### src/hist_pkg.sv
`default_nettype none

package hist_pkg;

    // widths with a meaning of their own
    typedef logic [7:0]  byte_t;      // input byte, doubles as the bin number
    typedef logic [31:0] count_t;     // bin count or file total
    typedef logic [1:0]  bank_sel_t;  // bank number, byte bits 1:0
    typedef logic [5:0]  bank_idx_t;  // entry within a bank, byte bits 7:2

    localparam int     NUM_BANKS  = 4;
    localparam int     BANK_DEPTH = 64;
    localparam byte_t  EOF_BYTE   = 8'h1A;  // end of file, counted like any byte
    localparam byte_t  LAST_BIN   = 8'd255;

    // intake: take bytes, wait for banks to settle, wait for the drain
    typedef enum logic [1:0] {
        ACCEPT,
        FLUSH,
        DRAIN
    } intake_state_t;

    // bank update path, one read-modify-write at a time
    typedef enum logic [1:0] {
        BANK_IDLE,
        BANK_READ,
        BANK_WRITE
    } bank_state_t;

    // readout: issue the read, then hold the count on the output
    typedef enum logic [1:0] {
        RD_IDLE,
        RD_FETCH,
        RD_PRESENT
    } readout_state_t;

endpackage

`default_nettype wire

### src/count_readout.sv
`timescale 1ns/1ns
`default_nettype none

module count_readout (
    input  logic                                          clk,
    input  logic                                          rst,
    input  logic                                          drain_start,
    output logic                                          drain_done,
    output logic [hist_pkg::NUM_BANKS-1:0]                rd_en,
    output hist_pkg::bank_idx_t [hist_pkg::NUM_BANKS-1:0] rd_index,
    input  hist_pkg::count_t [hist_pkg::NUM_BANKS-1:0]    rd_count,
    input  hist_pkg::count_t                              file_total,
    output logic                                          out_valid,
    output hist_pkg::byte_t                               out_bin,
    output hist_pkg::count_t                              out_count,
    output logic                                          out_last,
    input  logic                                          out_ready,
    output logic                                          total_valid
);

    hist_pkg::readout_state_t state;
    hist_pkg::byte_t          bin;        // bin being drained
    hist_pkg::bank_sel_t      sel;
    logic                     out_xfer;

    assign sel = bin[1:0];

    // one read per bin, to the bank that owns it
    always_comb begin
        for (int k = 0; k < hist_pkg::NUM_BANKS; k++) begin
            rd_en[k]    = (state == hist_pkg::RD_FETCH) && (sel == hist_pkg::bank_sel_t'(k));
            rd_index[k] = bin[7:2];
        end
    end

    // bank data stays put until the next rd_en, so a stall keeps it stable
    assign out_valid = (state == hist_pkg::RD_PRESENT);
    assign out_bin   = bin;
    assign out_count = rd_count[sel];
    assign out_last  = out_valid && (bin == hist_pkg::LAST_BIN);
    assign out_xfer  = out_valid && out_ready;

    assign drain_done  = out_xfer && out_last;
    assign total_valid = drain_done;          // total goes out with the last bin

    always_ff @(posedge clk or posedge rst) begin
        if (rst) begin
            state <= hist_pkg::RD_IDLE;
            bin   <= '0;
        end else begin
            case (state)
                hist_pkg::RD_IDLE: begin
                    if (drain_start) begin
                        state <= hist_pkg::RD_FETCH;
                        bin   <= '0;
                    end
                end
                hist_pkg::RD_FETCH: state <= hist_pkg::RD_PRESENT;
                hist_pkg::RD_PRESENT: begin
                    if (out_xfer) begin
                        if (out_last) begin
                            state <= hist_pkg::RD_IDLE;
                            bin   <= '0;
                        end else begin
                            state <= hist_pkg::RD_FETCH;
                            bin   <= bin + 1'b1;
                        end
                    end
                end
                default: state <= hist_pkg::RD_IDLE;
            endcase
        end
    end

endmodule

`default_nettype wire

### config.mk
export PLATFORM = sky130hd
export DESIGN_NAME = count_readout
export DESIGN_NICKNAME = d
export VERILOG_FILES = /design/src/hist_pkg.sv /design/src/count_readout.sv
export SDC_FILE = /design/constraint.sdc
export NUM_CORES = 1
export LEC_CHECK = 0
export BUFFER_PORTS_ARGS = -buffer_cell sky130_fd_sc_hd__buf_4
export CAP_MARGIN = 20
export CORE_AREA = 4 4 90 92
export DETAILED_ROUTE_END_ITERATION = 8
export DIE_AREA = 0 0 94 96
export PLACE_DENSITY = 0.66
export SETUP_SLACK_MARGIN = 0.15
export SKIP_LAST_GASP = 1
export SLEW_MARGIN = 0
export SYNTH_ARGS = -nofsm -noshare
export SYNTH_HDL_FRONTEND = slang
export SYNTH_SLANG_ARGS = --single-unit
export TNS_END_PERCENT = 1
### constraint.sdc
create_clock -name clk -period 2.2 [get_ports clk]
set_input_delay 0.44 -clock clk [delete_from_list [all_inputs] [get_ports clk]]
set_output_delay 0.44 -clock clk [all_outputs]
set_load 0.02 [all_outputs]
==> impl_metrics.py <==
metrics = {
    "setup_path": {
        "timing.reg2reg.worst_path_depth": 5,
        "path_cells": "buf_12 > mux4_2 > buf_4",
        "setup_slack_of_the_most_critical_reg_to_reg_path_ns": 0.63,
        "worstPathRequired_ns": 1.76,
        "cp_data_arrival_time_ns": 1.60,
        "crit_path_start_kind": "flip-flop",
        "r2r_end": "out_bin[0]$_DFFE_PP0P_",
        "critical-path-slowest-cell": "sky130_fd_sc_hd__mux4_2",
        "start_of_the_worst_register_to_register_path": "out_bin[4]$_DFFE_PP0P_",
        "worst_setup_path_end_kind": "primary output",
        "timing_worst_setup_path_type": "reg -> out",
        "path_max_fanout": 13,
        "max_stage_delay_ns": 0.53,
    },
    "drt": {
        "drt_drc_violations_left": 0,
        "wl_per_instance_um": 16.5,
        "drt.antenna.violating_nets": 0,
        "drt-total-wl_mm": 6.80,
        "drtIter0Drc": 38,
        "highest_layer": "met4",
        "vias": 1810,
        "wl_met3_um": 556,
        "routed_via_density": 4.39,
        "drt_pass1_iterations": 3,
        "routedLengthMet1_mm": 2.34,
        "dr_wl_met2_mm": 3.82,
    },
    "floorplanning": {
        "rows": 31,
        "die_area_mm2": 0.00902,
        "die-width_um": 94,
        "core_area_mm2": 0.00721,
        "die-height_um": 96,
        "floorplan.initialDensity_pct": 22.1,
        "num_io_pins": 236,
    },
    "synth": {
        "post_synth_and_or_nand_nor_area_fraction_pct": 12.4,
        "synth_enable_flop_cells": 0,
        "synth_xor_area_share_pct": 2.74,
        "synth_top_flop_cell": "sky130_fd_sc_hd__dfrtp_1",
        "synth_cells": 130,
        "compound_gate_portion_of_the_synthesized_area_pct": 3.37,
        "yosysSeqAreaShare_pct": 15.7,
        "synth.yosys.warnings": 0,
        "synthMuxAreaShare_pct": 46.0,
        "ys_async_sr_fraction_pct": 100,
        "synth_area_mm2": 0.00160,
        "synth.lib_cells_used.distinct": 33,
        "synth_fa_ha_area_share_pct": 3.13,
        "postSynthAreaPerCell_um2": 12.3,
        "synth_seq_cells": 10,
        "synth_nets": 298,
        "largest_family_of_logic_cells_by_synthesized_area": "multiplexers",
    },
    "clock_network": {
        "ctsLongestPathBuffers": 2,
        "cts_htree_levels": 1,
        "cts.reportedPaths.clkPinSlew_ns": 0.05,
        "tritoncts.num_buffers": 3,
        "clk_root_buffer_cell": "sky130_fd_sc_hd__clkbuf_8",
        "numClockSinks": 10,
        "cts_tree": "built",
        "clk_latency_ns": 0.24,
    },
    "placement": {
        "globalplace.congestion": 0.791,
        "preCtsSetupSlack_ns": 0.390,
        "io_buffer_count": 203,
        "dp_hpwl_mm": 5.86,
    },
    "layout": {
        "utilization_pct": 44.0,
        "final_layout_size_suffix_gt1_share_pct": 82.7,
        "antenna_cells_inserted": 0,
        "nets": 482,
        "syn2layout_area_growth_pct": 99.0,
    },
    "timing": {
        "finalWorstPathRequiredPeriod_ns": 2.04,
        "grt_setup_unrepaired": "yes",
        "worstMarginPinSlew_ns": 0.384,
        "final.period_utilization_pct": 92.8,
        "setup_viol_count_final": 0,
        "max_freq_mhz": 490,
        "final.setup.worst_slack_ns": 0.158,
        "timing_hold_violations_final": 0,
        "final.setup.tns_ns": 0,
        "maxSlewViolCount": 0,
        "final.setup_skew_ns": 0.00434,
        "worst_slew_margin_rel_pct": 73.9,
    },
    "global_routing": {
        "residual_overflow_from_global_routing": 0,
        "grt_use_total_pct": 13.3,
        "wire_length_of_the_first_global_routing_pass_mm": 9.32,
        "antenna_found_initial": 0,
        "first_global_vias": 1877,
        "pin_count_of_the_biggest_net_entering_global_routing": 27,
    },
    "power_and_ir_drop": {
        "leakage_nw": 1.53,
        "worst_vdd_drop_v": 0.000339,
        "p_total_mw": 2.42,
        "power.density_cell_area_mw_per_mm2": 763,
    },
    "min_path": {
        "min-delay-path-class": "in -> async",
    },
    "run_status": {
        "status": "complete, no violations",
    },
    "flow_run": {
        "drv.max_cap_violation_count": 0,
    },
}
-- sequential cells by signal, summed over array words and instances (netlist names) --
register,count
out_bin,8
state,2
-- repair_timing --
| item | in CTS | in global routing |
|---|---|---|
| hold buffers | 0 | 0 |
| setup buffers | 0 | 2 |
| setup endpoints to repair | 13 | 26 |
| pin swaps | 0 | 1 |
| resized for setup | 1 | 2 |
| gates cloned | 0 | 1 |
-- synthesized netlist by cell type, drive strengths merged, types with 2 or more instances --
cell type / n / area, um2
and2: 5 / 31.3
buf: 33 / 248
dfrtp: 10 / 250
ha: 4 / 50.1
inv: 4 / 15.0
mux4: 32 / 721
nand2: 4 / 15.0
nand2b: 2 / 12.5
nand3: 2 / 10.0
nor2: 9 / 36.3
nor3: 3 / 15.0
nor4: 2 / 27.5
o21ai: 2 / 13.8
xnor2: 5 / 43.8
-- cell usage in the layout, fill, tap and decap left out, types with 2 or more instances in the layout --
| master | netlist | final |
|---|---|---|
| sky130_fd_sc_hd__nand2_1 | 4 | 4 |
| sky130_fd_sc_hd__inv_1 | 4 | 4 |
| sky130_fd_sc_hd__mux4_2 | 32 | 32 |
| sky130_fd_sc_hd__clkbuf_8 | 0 | 4 |
| sky130_fd_sc_hd__and2_1 | 5 | 4 |
| sky130_fd_sc_hd__xnor2_1 | 5 | 5 |
| sky130_fd_sc_hd__nand3_1 | 2 | 2 |
| sky130_fd_sc_hd__ha_1 | 4 | 3 |
| sky130_fd_sc_hd__nand2b_1 | 2 | 2 |
| sky130_fd_sc_hd__nor2_1 | 8 | 8 |
| sky130_fd_sc_hd__dfrtp_1 | 10 | 9 |
| sky130_fd_sc_hd__buf_4 | 26 | 210 |
| sky130_fd_sc_hd__nor3_1 | 3 | 2 |
-- how the worst max path moves through the flow --
stage                                      start            end  slack (ns)  cells past startpoint
after floorplan           out_bin[0]$_DFFE_PP0P_    total_valid        0.17                      5
after global placement    out_bin[0]$_DFFE_PP0P_   out_count[7]        0.40                      3
after detailed placement  out_bin[0]$_DFFE_PP0P_   out_count[7]        0.39                      3
after CTS                 out_bin[0]$_DFFE_PP0P_  out_count[20]        0.14                      3
after global routing      out_bin[4]$_DFFE_PP0P_    total_valid        0.08                      4
final                     out_bin[0]$_DFFE_PP0P_  out_count[20]        0.16                      3
-- power by group --
group | switching (mW) | internal (mW)
combinational | 0.907 | 1.02
clock | 0.0808 | 0.158
sequential | 0.0419 | 0.214
total | 1.03 | 1.39
-- worst max-delay path: cells and delay by family (launching register included) --
kind                   cells  cell delay, ns
flip-flops                 1            0.45
multiplexers               1            0.53
buffers and inverters      2            0.37
-- per-layer routing --
metal  up-vias  GRT usage (%)
met5         -              0
met4         0           4.21
met3         9           3.44
met2        93           24.1
met1       862           15.3
li1        846              -
-- final cells by class --
type | instances | area (um2)
Clock buffer | 4 | 55.1
Fill cell | 705 | 4040
Inverter | 4 | 15.0
Multi-Input combinational cell | 82 | 1090
Timing Repair Buffer | 213 | 1640
Tap cell | 99 | 124
Sequential cell | 10 | 251
-- cells by family after synthesis --
logic type | count (synthesis)
multiplexers | 33
buffers and inverters | 38
XOR/XNOR | 5
AND/OR/NAND/NOR | 33
adder cells (fa/ha/maj) | 4
flip-flops | 10
AO/OA/AOI/OAI | 7
-- through the flow --
step                      cells  instance area [um2]  hold slack, ns
final                       412                 3180           0.180
after global routing        412                 3180           0.215
after CTS                   409                 3130           0.196
after detailed placement    405                 3070           0.455
after global placement      405                 3070           0.453
after floorplan             130                 1610           0.280
(Power assumes the default switching activity.)
