<file path="src/hist_pkg.sv">
`default_nettype none

package hist_pkg;

    // widths with a meaning of their own
    typedef logic [7:0]  byte_t;      // input byte, doubles as the bin number
    typedef logic [31:0] count_t;     // bin count or file total
    typedef logic [1:0]  bank_sel_t;  // bank number, byte bits 1:0
    typedef logic [5:0]  bank_idx_t;  // entry within a bank, byte bits 7:2

    localparam int     NUM_BANKS  = 4;
    localparam int     BANK_DEPTH = 64;
    localparam byte_t  EOF_BYTE   = 8'h1A;  // end of file, counted like any byte
    localparam byte_t  LAST_BIN   = 8'd255;

    // intake: take bytes, wait for banks to settle, wait for the drain
    typedef enum logic [1:0] {
        ACCEPT,
        FLUSH,
        DRAIN
    } intake_state_t;

    // bank update path, one read-modify-write at a time
    typedef enum logic [1:0] {
        BANK_IDLE,
        BANK_READ,
        BANK_WRITE
    } bank_state_t;

    // readout: issue the read, then hold the count on the output
    typedef enum logic [1:0] {
        RD_IDLE,
        RD_FETCH,
        RD_PRESENT
    } readout_state_t;

endpackage

`default_nettype wire

</file>
<file path="src/byte_intake.sv">
`timescale 1ns/1ns
`default_nettype none

module byte_intake (
    input  logic                                          clk,
    input  logic                                          rst,
    input  logic                                          in_valid,
    input  hist_pkg::byte_t                               in_byte,
    output logic                                          in_ready,
    output logic [hist_pkg::NUM_BANKS-1:0]                upd_valid,
    output hist_pkg::bank_idx_t [hist_pkg::NUM_BANKS-1:0] upd_index,
    input  logic [hist_pkg::NUM_BANKS-1:0]                upd_ready,
    input  logic [hist_pkg::NUM_BANKS-1:0]                bank_idle,
    output logic                                          drain_start,
    input  logic                                          drain_done,
    output hist_pkg::count_t                              file_total
);

    hist_pkg::intake_state_t state;
    hist_pkg::bank_sel_t     sel;
    logic                    accepting;
    logic                    in_xfer;

    assign sel       = in_byte[1:0];                       // low bits pick the bank
    assign accepting = (state == hist_pkg::ACCEPT);
    assign in_ready  = accepting && upd_ready[sel];        // stall while target bank is busy
    assign in_xfer   = in_valid && in_ready;

    // the byte goes straight through to its bank, no buffering here
    always_comb begin
        for (int k = 0; k < hist_pkg::NUM_BANKS; k++) begin
            upd_valid[k] = in_valid && accepting && (sel == hist_pkg::bank_sel_t'(k));
            upd_index[k] = in_byte[7:2];
        end
    end

    // all banks quiet means every update of the file has landed
    assign drain_start = (state == hist_pkg::FLUSH) && (&bank_idle);

    always_ff @(posedge clk or posedge rst) begin
        if (rst) begin
            state      <= hist_pkg::ACCEPT;
            file_total <= '0;
        end else begin
            case (state)
                hist_pkg::ACCEPT: begin
                    if (in_xfer) begin
                        file_total <= file_total + 1'b1;   // marker counts too
                        if (in_byte == hist_pkg::EOF_BYTE) begin
                            state <= hist_pkg::FLUSH;
                        end
                    end
                end
                hist_pkg::FLUSH: begin
                    if (drain_start) begin
                        state <= hist_pkg::DRAIN;
                    end
                end
                hist_pkg::DRAIN: begin
                    if (drain_done) begin
                        state      <= hist_pkg::ACCEPT;
                        file_total <= '0;                  // next file starts fresh
                    end
                end
                default: state <= hist_pkg::ACCEPT;
            endcase
        end
    end

endmodule

`default_nettype wire

</file>
<file path="config.mk">
export PLATFORM = sky130hd
export DESIGN_NAME = byte_intake
export DESIGN_NICKNAME = d
export VERILOG_FILES = /design/src/hist_pkg.sv /design/src/byte_intake.sv
export SDC_FILE = /design/constraint.sdc
export NUM_CORES = 1
export LEC_CHECK = 0
export ABC_AREA = 1
export BUFFER_PORTS_ARGS = -buffer_cell sky130_fd_sc_hd__buf_2
export CORE_MARGIN = 4
export CORE_UTILIZATION = 47
export CTS_CLUSTER_SIZE = 28
export DETAILED_ROUTE_END_ITERATION = 6
export GPL_ROUTABILITY_DRIVEN = 0
export MAX_ROUTING_LAYER = met4
export PLACE_DENSITY_LB_ADDON = 0.08
export SYNTH_ARGS = -nofsm -noshare
export SYNTH_HDL_FRONTEND = slang
export SYNTH_SLANG_ARGS = --single-unit
</file>
<file path="constraint.sdc">
create_clock -name clk -period 1.36 [get_ports clk]
set_input_delay 0.136 -clock clk [delete_from_list [all_inputs] [get_ports clk]]
set_output_delay 0.136 -clock clk [all_outputs]
set_load 0.005 [all_outputs]
</file>
==> results of run 1 <==
==> worst reg2reg max path, stage by stage, from the launching register on <==
cell       delay [ps]
dfrtp_1           400
inv_2              70
nand2_2            80
nor2_4            120
buf_6             110
nand2_4            60
o21ai_4            70
nand2_4           150
clkbuf_16         210
nand2_1            60
nand2_1            50
==> registers in the layout (all words and copies together) (netlist names) <==
| name | count |
|---|---|
| file_total | 32 |
| state | 2 |
==> routing by layer <==
| metal | share of wire, % | vias up | global-route usage [%] |
|---|---|---|---|
| met5 | 0 | - | - |
| met4 | 1.5 | 0 | 3.12 |
| met2 | 49 | 84 | 36.4 |
| met3 | 6.1 | 12 | 2.97 |
| met1 | 44 | 1320 | 28.1 |
| li1 | - | 1466 | - |
==> cells by family (layout without fill, tap and decap cells) <==
family          after synthesis  in the layout  share of synthesized area [%]
xor+xnor                     11             11                           3.66
flops                        34             34                           32.3
simple gates                288            288                           47.1
fa+ha+maj                     1              1                          0.475
buf+inv                      72            189                           15.5
compound gates                4              4                          0.903
==> synth_stat cells <==
library cell / number
nand2_1: 174
nor2_1: 46
inv_1: 39
dfrtp_1: 34
nand3_1: 32
buf_4: 25
nand2_2: 7
nor3_1: 7
xor2_1: 7
nand4_1: 5
nor2_2: 5
nor2_4: 4
xnor2_1: 4
buf_6: 3
inv_2: 3
or2_2: 3
a21oi_1: 2
nand2_4: 2
nand3_2: 2
buf_8: 1
clkbuf_8: 1
ha_1: 1
nand3b_1: 1
o21ai_0: 1
o21ai_2: 1
==> power groups by stage <==
stage | Combinational (mW) | Sequential (mW) | Clock [mW]
floorplan | 0.490 | 1.21 | 0
global placement | 0.914 | 1.19 | 0
detailed placement | 0.926 | 1.19 | 0
CTS | 1.05 | 1.17 | 0.971
global route | 1.54 | 1.18 | 1.01
finish | 1.43 | 1.17 | 0.959
==> final cells by class <==
| class | instances | area (um2) | area share [%] |
|---|---|---|---|
| multi-input cells | 304 | 1660 | 42.9 |
| repair buffers | 139 | 990 | 25.6 |
| flip-flops and latches | 34 | 856 | 22.2 |
| inverters | 42 | 160 | 4.15 |
| well taps | 70 | 87.6 | 2.27 |
| clock buffers | 5 | 68.8 | 1.78 |
| clock inverters | 3 | 45.0 | 1.17 |
==> metrics by stage <==
step                      instances  setup TNS, ps
final                           597          -2560
after global routing            597          -4910
after CTS                       588           -223
after detailed placement        573           -567
after global placement          573           -146
after floorplan                 410          -8.57
==> how the worst min path moves through the flow <==
stage	to	startpoint	slack [ps]
finish	state[0]	in_byte[2]	160
global route	state[0]	in_byte[2]	180
detailed placement	state[1]	rst	280
CTS	state[0]	in_byte[2]	150
global placement	state[1]	rst	260
floorplan	file_total[10]	rst	280
==> cells in the final DEF (no fill, tap or decap), types with 7 or more instances in the layout <==
master,instances
buf_2,80
buf_4,45
dfrtp_1,30
inv_1,36
nand2_1,133
nand2_2,39
nand2_4,11
nand3_1,32
nor2_1,28
nor2_2,19
nor2_4,8
xor2_1,7
==> what timing repair did <==
| action | CTS | global route |
|---|---|---|
| pin swaps | 6 | 10 |
| hold buffers | 1 | 0 |
| resized for setup | 19 | 72 |
| endpoints found under the hold margin | 34 | 0 |
| cloned | 0 | 6 |
| setup endpoints to repair | 20 | 39 |
| setup buffers | 6 | 3 |
==> results by group, run 1 <==
STA
  • Final period utilization: 108%
  • Final hold viol count: 0
  • Hold WS: 164 ps
  • RSZ-0062 raised after global routing: true
  • Post-route setup slack: -105 ps
  • Worst-Margin Slew: 483 ps
  • Max-slew violations: 0
  • Max Clock Freq: 683 MHz
  • Clk_skew: between 15 and 20 ps
  • Final setup vio count: 37
  • Minimum clock period: 1460 ps
  • Max-slew headroom: 67.8%

Setup path
  • Worst EP arrival: 1650 ps
  • Maximum fanout along the worst path: 7
  • Crit. path cell count: 10
  • Slowest cell on crit path: dfrtp_1
  • CP cell instances: inv_2 -> nand2_2 -> nor2_4 -> buf_6 -> nand2_4 -> o21ai_4 -> nand2_4 -> clkbuf_16 -> nand2_1 -> nand2_1
  • Crit Path Category: flip-flop to flip-flop
  • Delay-heaviest family, CP: simple AND/OR/NAND/NOR gates
  • Setup crit start: state[0]
  • Worst path required time: around 1500 ps
  • R2R Path End: file_total[26]
  • End of the critical path: file_total[26]
  • Flop2flop setup slack: -100 ps
  • Register-to-Register Path Depth: 10
  • Critical path endpoint category: flip-flop
  • Crit path buf inv count: 3
  • Crit start category: flip-flop
  • CP max stage delay: roughly 400 ps
  • R2R Path Start: state[0]

Floorplan
  • Placement Rows: 26
  • Initial core utilization: 50.0%
  • Chip width: 82.8 um
  • Core Region: approximately 0.0053 mm2
  • Io pins: roughly 80
  • Die H: approximately 83 um
  • Die ar.: 0.00686 mm2

Logic synthesis
  • Syn Inst Count: approximately 400
  • Syn Nets: 431
  • Seq/Total Area, Yosys: 32.3%
  • Area share of the largest cell type after synthesis: 32.3%
  • Biggest area consumer among synthesized cells: dfrtp_1
  • Post-synthesis instance area: 0.00263 mm2
  • Largest cells by area after synthesis: dfrtp_1 (32%), nand2_1 (25%), buf_4 (7.1%), nor2_1 (6.6%), nand3_1 (6.1%)
  • #FFs+latches synth: 34
  • Syn avg cell area: 6.42 um2
  • Synth cell types: 25
  • Yosys warning total: 0

Final layout
  • Layout area overhead: 46.7%
  • FILL cells: around 440
  • Core Util, Final: 73.3%
  • Final Cell Area: 0.00386 mm2
  • N_diodes: 0
  • Layout cell share with drive strength beyond 1: 47.1%
  • Number of nets in the layout: ~550

Placement
  • Total placed instance area: 0.00325 mm2
  • DP HPWL: 5430 um
  • Dpl ws: -106 ps
  • IO buf count: just over 80

Pwr
  • Total power: roughly 3.6 mW
  • Psw: 1.19 mW
  • Logic pwr share: 40.1%
  • Leak Pwr: 2.07 nW
  • Clock share of power: 26.9%
  • Worst vdd ir: 0.000733 V
  • Flop pwr share: 33.0%
  • Sw Ratio: 33.4%
  • P_int: 2.37 mW
  • P per Cell Area: just over 900 mW/mm2

Clocking
  • CTS tree: built
  • Clock slew at reported path FFs: approximately 70 ps
  • Sink Count: 34
  • Worst skew pair latency: 300 ps
  • H-tree depth: 2
  • Root buffer cell: clkbuf_8
  • Clock Tree Buf Depth: 2
  • CTS buffer count: 5

Global routing
  • Antenna violations before repair: 0
  • Vias in the first global route: between 2000 and 3000
  • GRT Overall Usage: 21.5%
  • First-pass GRT wire length: between 10000 and 15000 um
  • Total gr overflow: 0
  • Largest net degree at the start of global routing: 35

Min path
  • Hold Crit Depth: 4
  • Hold Crit Class: input port to flip-flop

Flow run
  • Total of max-cap violations: 0

Routing
  • Drt via density: ~4.8
  • DRC: 0
  • First DRT Iteration DRCs: 253
  • DR vias: 2882
  • Post-route ant nets: 0
  • Drt pass-1 iters: 4
  • DR WL/cell: about 13 um
  • Final WL: around 8100 um

Run status
  • Status: finished, violations left
  • Failing checks: setup timing
No activity file was read; power rests on OpenSTA's default activity.
==> inputs of run 2 (changes only) <==
ABC_AREA = 0   (was 1)
CORE_UTILIZATION = 45   (was 47)
==> results by group, run 2 <==
Run status
  • Status: finished, violations left (unchanged)
  • Failing checks: setup timing (unchanged)

Logic synthesis
  • Mux contribution to synthesized area: 1.48% (was 0%)
  • Synth top cells by count: o21ai_0 (37), dfrtp_1 (34), nand2_1 (26) (was nand2_1 (174), nor2_1 (46), inv_1 (39))
  • Syn avg cell area: 8.61 um2 (was 6.42 um2)
  • Largest cells by area after synthesis: dfrtp_1 (39%), o21ai_0 (8.4%), buf_4 (8.2%), nand2_1 (4.4%), nand3_1 (3.6%) (was dfrtp_1 (32%), nand2_1 (25%), buf_4 (7.1%), nor2_1 (6.6%), nand3_1 (6.1%))
  • Yosys warning total: 0 (unchanged)
  • XOR/XNOR Fraction of Synth Area: 0.399% (was 3.66%)
  • Fraction of the mapped netlist area in compound gates: 20.1% (was 0.903%)
  • Largest family of logic cells by synthesized area: simple AND/OR/NAND/NOR gates (unchanged)
  • Top-count cell post-synth: o21ai_0 (was nand2_1)
  • Post-synthesis adder-cell area fraction: 0.570% (was 0.475%)
  • Biggest area consumer among synthesized cells: dfrtp_1 (unchanged)
  • Synth cell types: 38 (was 25)
  • Syn Nets: 276 (was 431)
  • Post-synth EDFFs: 0 (unchanged)
  • Syn Inst Count: 255 (was 410)
  • Ys async rst share: 100% (unchanged)
  • Synth Area in Simple Gates: 25.4% (was 47.1%)
  • Area share of the largest cell type after synthesis: 38.8% (was 32.3%)
  • #FFs+latches synth: 34 (unchanged)
  • Post-synthesis instance area: 0.00219 mm2 (was 0.00263 mm2)
  • Seq/Total Area, Yosys: 38.8% (was 32.3%)
  • Main flop type after synthesis: dfrtp_1 (unchanged)

Global routing
  • Total gr overflow: 0 (unchanged)
  • First-pass GRT wire length: 10100 um (was 12200 um)
  • Antenna violations before repair: 0 (unchanged)
  • GRT Overall Usage: 21.2% (was 21.5%)
  • Vias in the first global route: 2232 (was 2625)
  • Largest net degree at the start of global routing: 35 (unchanged)

Setup path
  • CP max stage delay: 440 ps (was 400 ps)
  • Critical path endpoint category: flip-flop (unchanged)
  • Crit Path Category: flip-flop to flip-flop (unchanged)
  • Crit path buf inv count: 0 (was 3)
  • CP cell instances: ha_2 -> nand4_1 -> nor4_4 -> nand4_2 -> or4_1 -> nand3_1 (was inv_2 -> nand2_2 -> nor2_4 -> buf_6 -> nand2_4 -> o21ai_4 -> nand2_4 -> clkbuf_16 -> nand2_1 -> nand2_1)
  • R2R Path Start: file_total[0] (was state[0])
  • Flop2flop setup slack: -370 ps (was -100 ps)
  • Worst EP arrival: 1960 ps (was 1650 ps)
  • Register-to-Register Path Depth: 6 (was 10)
  • Crit start category: flip-flop (unchanged)
  • Worst path required time: 1590 ps (was 1540 ps)
  • Delay-heaviest family, CP: simple AND/OR/NAND/NOR gates (unchanged)
  • Maximum fanout along the worst path: 4 (was 7)
  • R2R Path End: file_total[30] (was file_total[26])
  • Slowest cell on crit path: or4_1 (was dfrtp_1)

Final layout
  • Number of nets in the layout: 417 (was 547)
  • Register Area: 855 um2 (was 856 um2)
  • Commonest non-fill, non-tap cell in the layout: buf_2 (was nand2_1)
  • N_diodes: 0 (unchanged)
  • Biggest regs: file_total: 32 flops, state: 2 flops (unchanged)
  • Commonest non-fill, non-tap cells in the layout: buf_2 (82), buf_4 (64), dfrtp_1 (31) (was nand2_1 (133), buf_2 (80), buf_4 (45))
  • Reg with most FFs: file_total (unchanged)
  • Multi-input logic area: 0.00138 mm2 (was 0.00166 mm2)
  • Layout cell share with drive strength beyond 1: 61.7% (was 47.1%)
  • Layout area overhead: 65.6% (was 46.7%)
  • FILL cells: 322 (was 441)
  • Max reg flops: 32 (unchanged)

STA
  • Final period utilization: 127% (was 108%)
  • Max Clock Freq: 579 MHz (was 683 MHz)
  • Clk_skew: 10.1 ps (was 16.5 ps)
  • RSZ-0062 raised after global routing: true (unchanged)
  • Minimum clock period: 1730 ps (was 1460 ps)
  • Max-slew violations: 0 (unchanged)
  • Worst-Margin Slew: 436 ps (was 483 ps)
  • Final hold viol count: 0 (unchanged)
  • Max-slew headroom: 71.0% (was 67.8%)
  • Final setup vio count: 38 (was 37)
  • Hold WS: 222 ps (was 164 ps)
  • Post-route setup slack: -367 ps (was -105 ps)

Routing
  • First DRT Iteration DRCs: 103 (was 253)
  • DR WL/cell: 14.8 um (was 13.5 um)
  • Drt pass-1 iters: 4 (unchanged)
  • Post-route ant nets: 0 (unchanged)
  • Drt via density: 5.35 (was 4.83)
  • DRC: 0 (unchanged)
  • Final WL: 6850 um (was 8060 um)
  • DR vias: 2481 (was 2882)

Min path
  • Hold path endpoint: state[1] (was state[0])
  • Hold Crit Depth: 3 (was 4)
  • Worst Hold Launch: drain_done (was in_byte[2])
  • Hold Crit Class: input port to flip-flop (unchanged)

Floorplan
  • Io pins: 82 (unchanged)
  • Core Region: 0.00472 mm2 (was 0.00527 mm2)
  • Die ar.: 0.00606 mm2 (was 0.00686 mm2)
  • Initial core utilization: 46.5% (was 50.0%)
  • Die H: 77.8 um (was 82.8 um)
  • Chip width: 77.8 um (was 82.8 um)
  • Placement Rows: 25 (was 26)

Clocking
  • Clock slew at reported path FFs: 80 ps (was 70 ps)
  • Clock Tree Buf Depth: 2 (unchanged)
  • H-tree depth: 2 (unchanged)
  • Sink Count: 34 (unchanged)
  • CTS buffer count: 5 (unchanged)
  • Worst skew pair latency: 290 ps (was 300 ps)
  • CTS tree: built (unchanged)
  • Root buffer cell: clkbuf_8 (unchanged)

Placement
  • DP HPWL: 4230 um (was 5430 um)
  • IO buf count: 81 (unchanged)

Pwr
  • Worst vdd ir: 0.000527 V (was 0.000733 V)
  • P per Cell Area: 792 mW/mm2 (was 922 mW/mm2)
  • Leak Pwr: 1.81 nW (was 2.07 nW)
  • Total power: 2.88 mW (was 3.56 mW)

Flow run
  • Total of max-cap violations: 0 (unchanged)
## run 2: cell types whose count changed after synthesis, moves of 7 or more
cell,change
nand2_1,-148
o21ai_0,+36
nor2_1,-31
inv_1,-30
nand3_1,-16
a31oi_1,+9
nand2_2,-7
o31ai_1,+7
## run 2: final cells by class
cell class	count	share of cell area, %
clock buffers	7	2.38
repair buffers	169	32.9
multi-input cells	177	37.9
inverters	9	0.930
flip-flops and latches	34	23.5
well taps	67	2.31
clock inverters	1	0.138
## run 2: worst max-delay path by stage
stage	cells after the start	to	from	slack (ps)
after global placement	6	file_total[28]	file_total[0]	-290
final	6	file_total[30]	file_total[0]	-370
after floorplan	6	file_total[28]	file_total[0]	-460
after detailed placement	6	file_total[28]	file_total[0]	-350
after CTS	6	file_total[28]	file_total[0]	-320
after global routing	6	file_total[30]	file_total[1]	-460
## run 2: report_power, final
group / internal, mW / leakage, nW / switching, mW
sequential: 1.11 / 0.463 / 0.0754
combinational: 0.460 / 1.30 / 0.448
clock: 0.409 / 0.0482 / 0.381
## run 2: cells by family after synthesis
group | after synthesis
xor+xnor | 1
compound gates | 73
buf+inv | 44
fa+ha+maj | 1
flops | 34
simple gates | 100
mux | 2
## run 2: tightest hold or removal path: cells and delay by family
kind / cells / cell delay (ps)
AND/OR/NAND/NOR: 1 / 90
buffers and inverters: 1 / 130
AO/OA/AOI/OAI: 1 / 120
## run 2: stage by stage
| step | instances | instance area [um2] | worst slack, ps | utilization (%) | TNS [ps] |
|---|---|---|---|---|---|
| final | 464 | 3630 | -367 | 76.9 | -7920 |
| after global routing | 464 | 3630 | -464 | 76.9 | -11040 |
| after CTS | 452 | 3310 | -318 | 70.2 | -6300 |
| after detailed placement | 429 | 2940 | -347 | 62.3 | -7170 |
| after global placement | 429 | 2940 | -294 | 62.3 | -6890 |
| after floorplan | 255 | 2240 | -458 | - | -5700 |
## run 2: repair_timing
action / 4_1_cts / 5_1_grt
pin swaps: 26 / 31
gates resized for setup: 56 / 43
setup endpoints to repair: 39 / 39
hold buffers: 1 / 0
hold endpoints to repair: 34 / 0
buffers inserted: 13 / 11
gates cloned: 2 / 3
## run 2: routing by layer
| metal | wire [um] | global-route usage [%] |
|---|---|---|
| met5 | 0 | - |
| met1 | 3060 | 27.1 |
| met4 | 110 | 6.23 |
| met2 | 3410 | 34.5 |
| met3 | 268 | 3.60 |
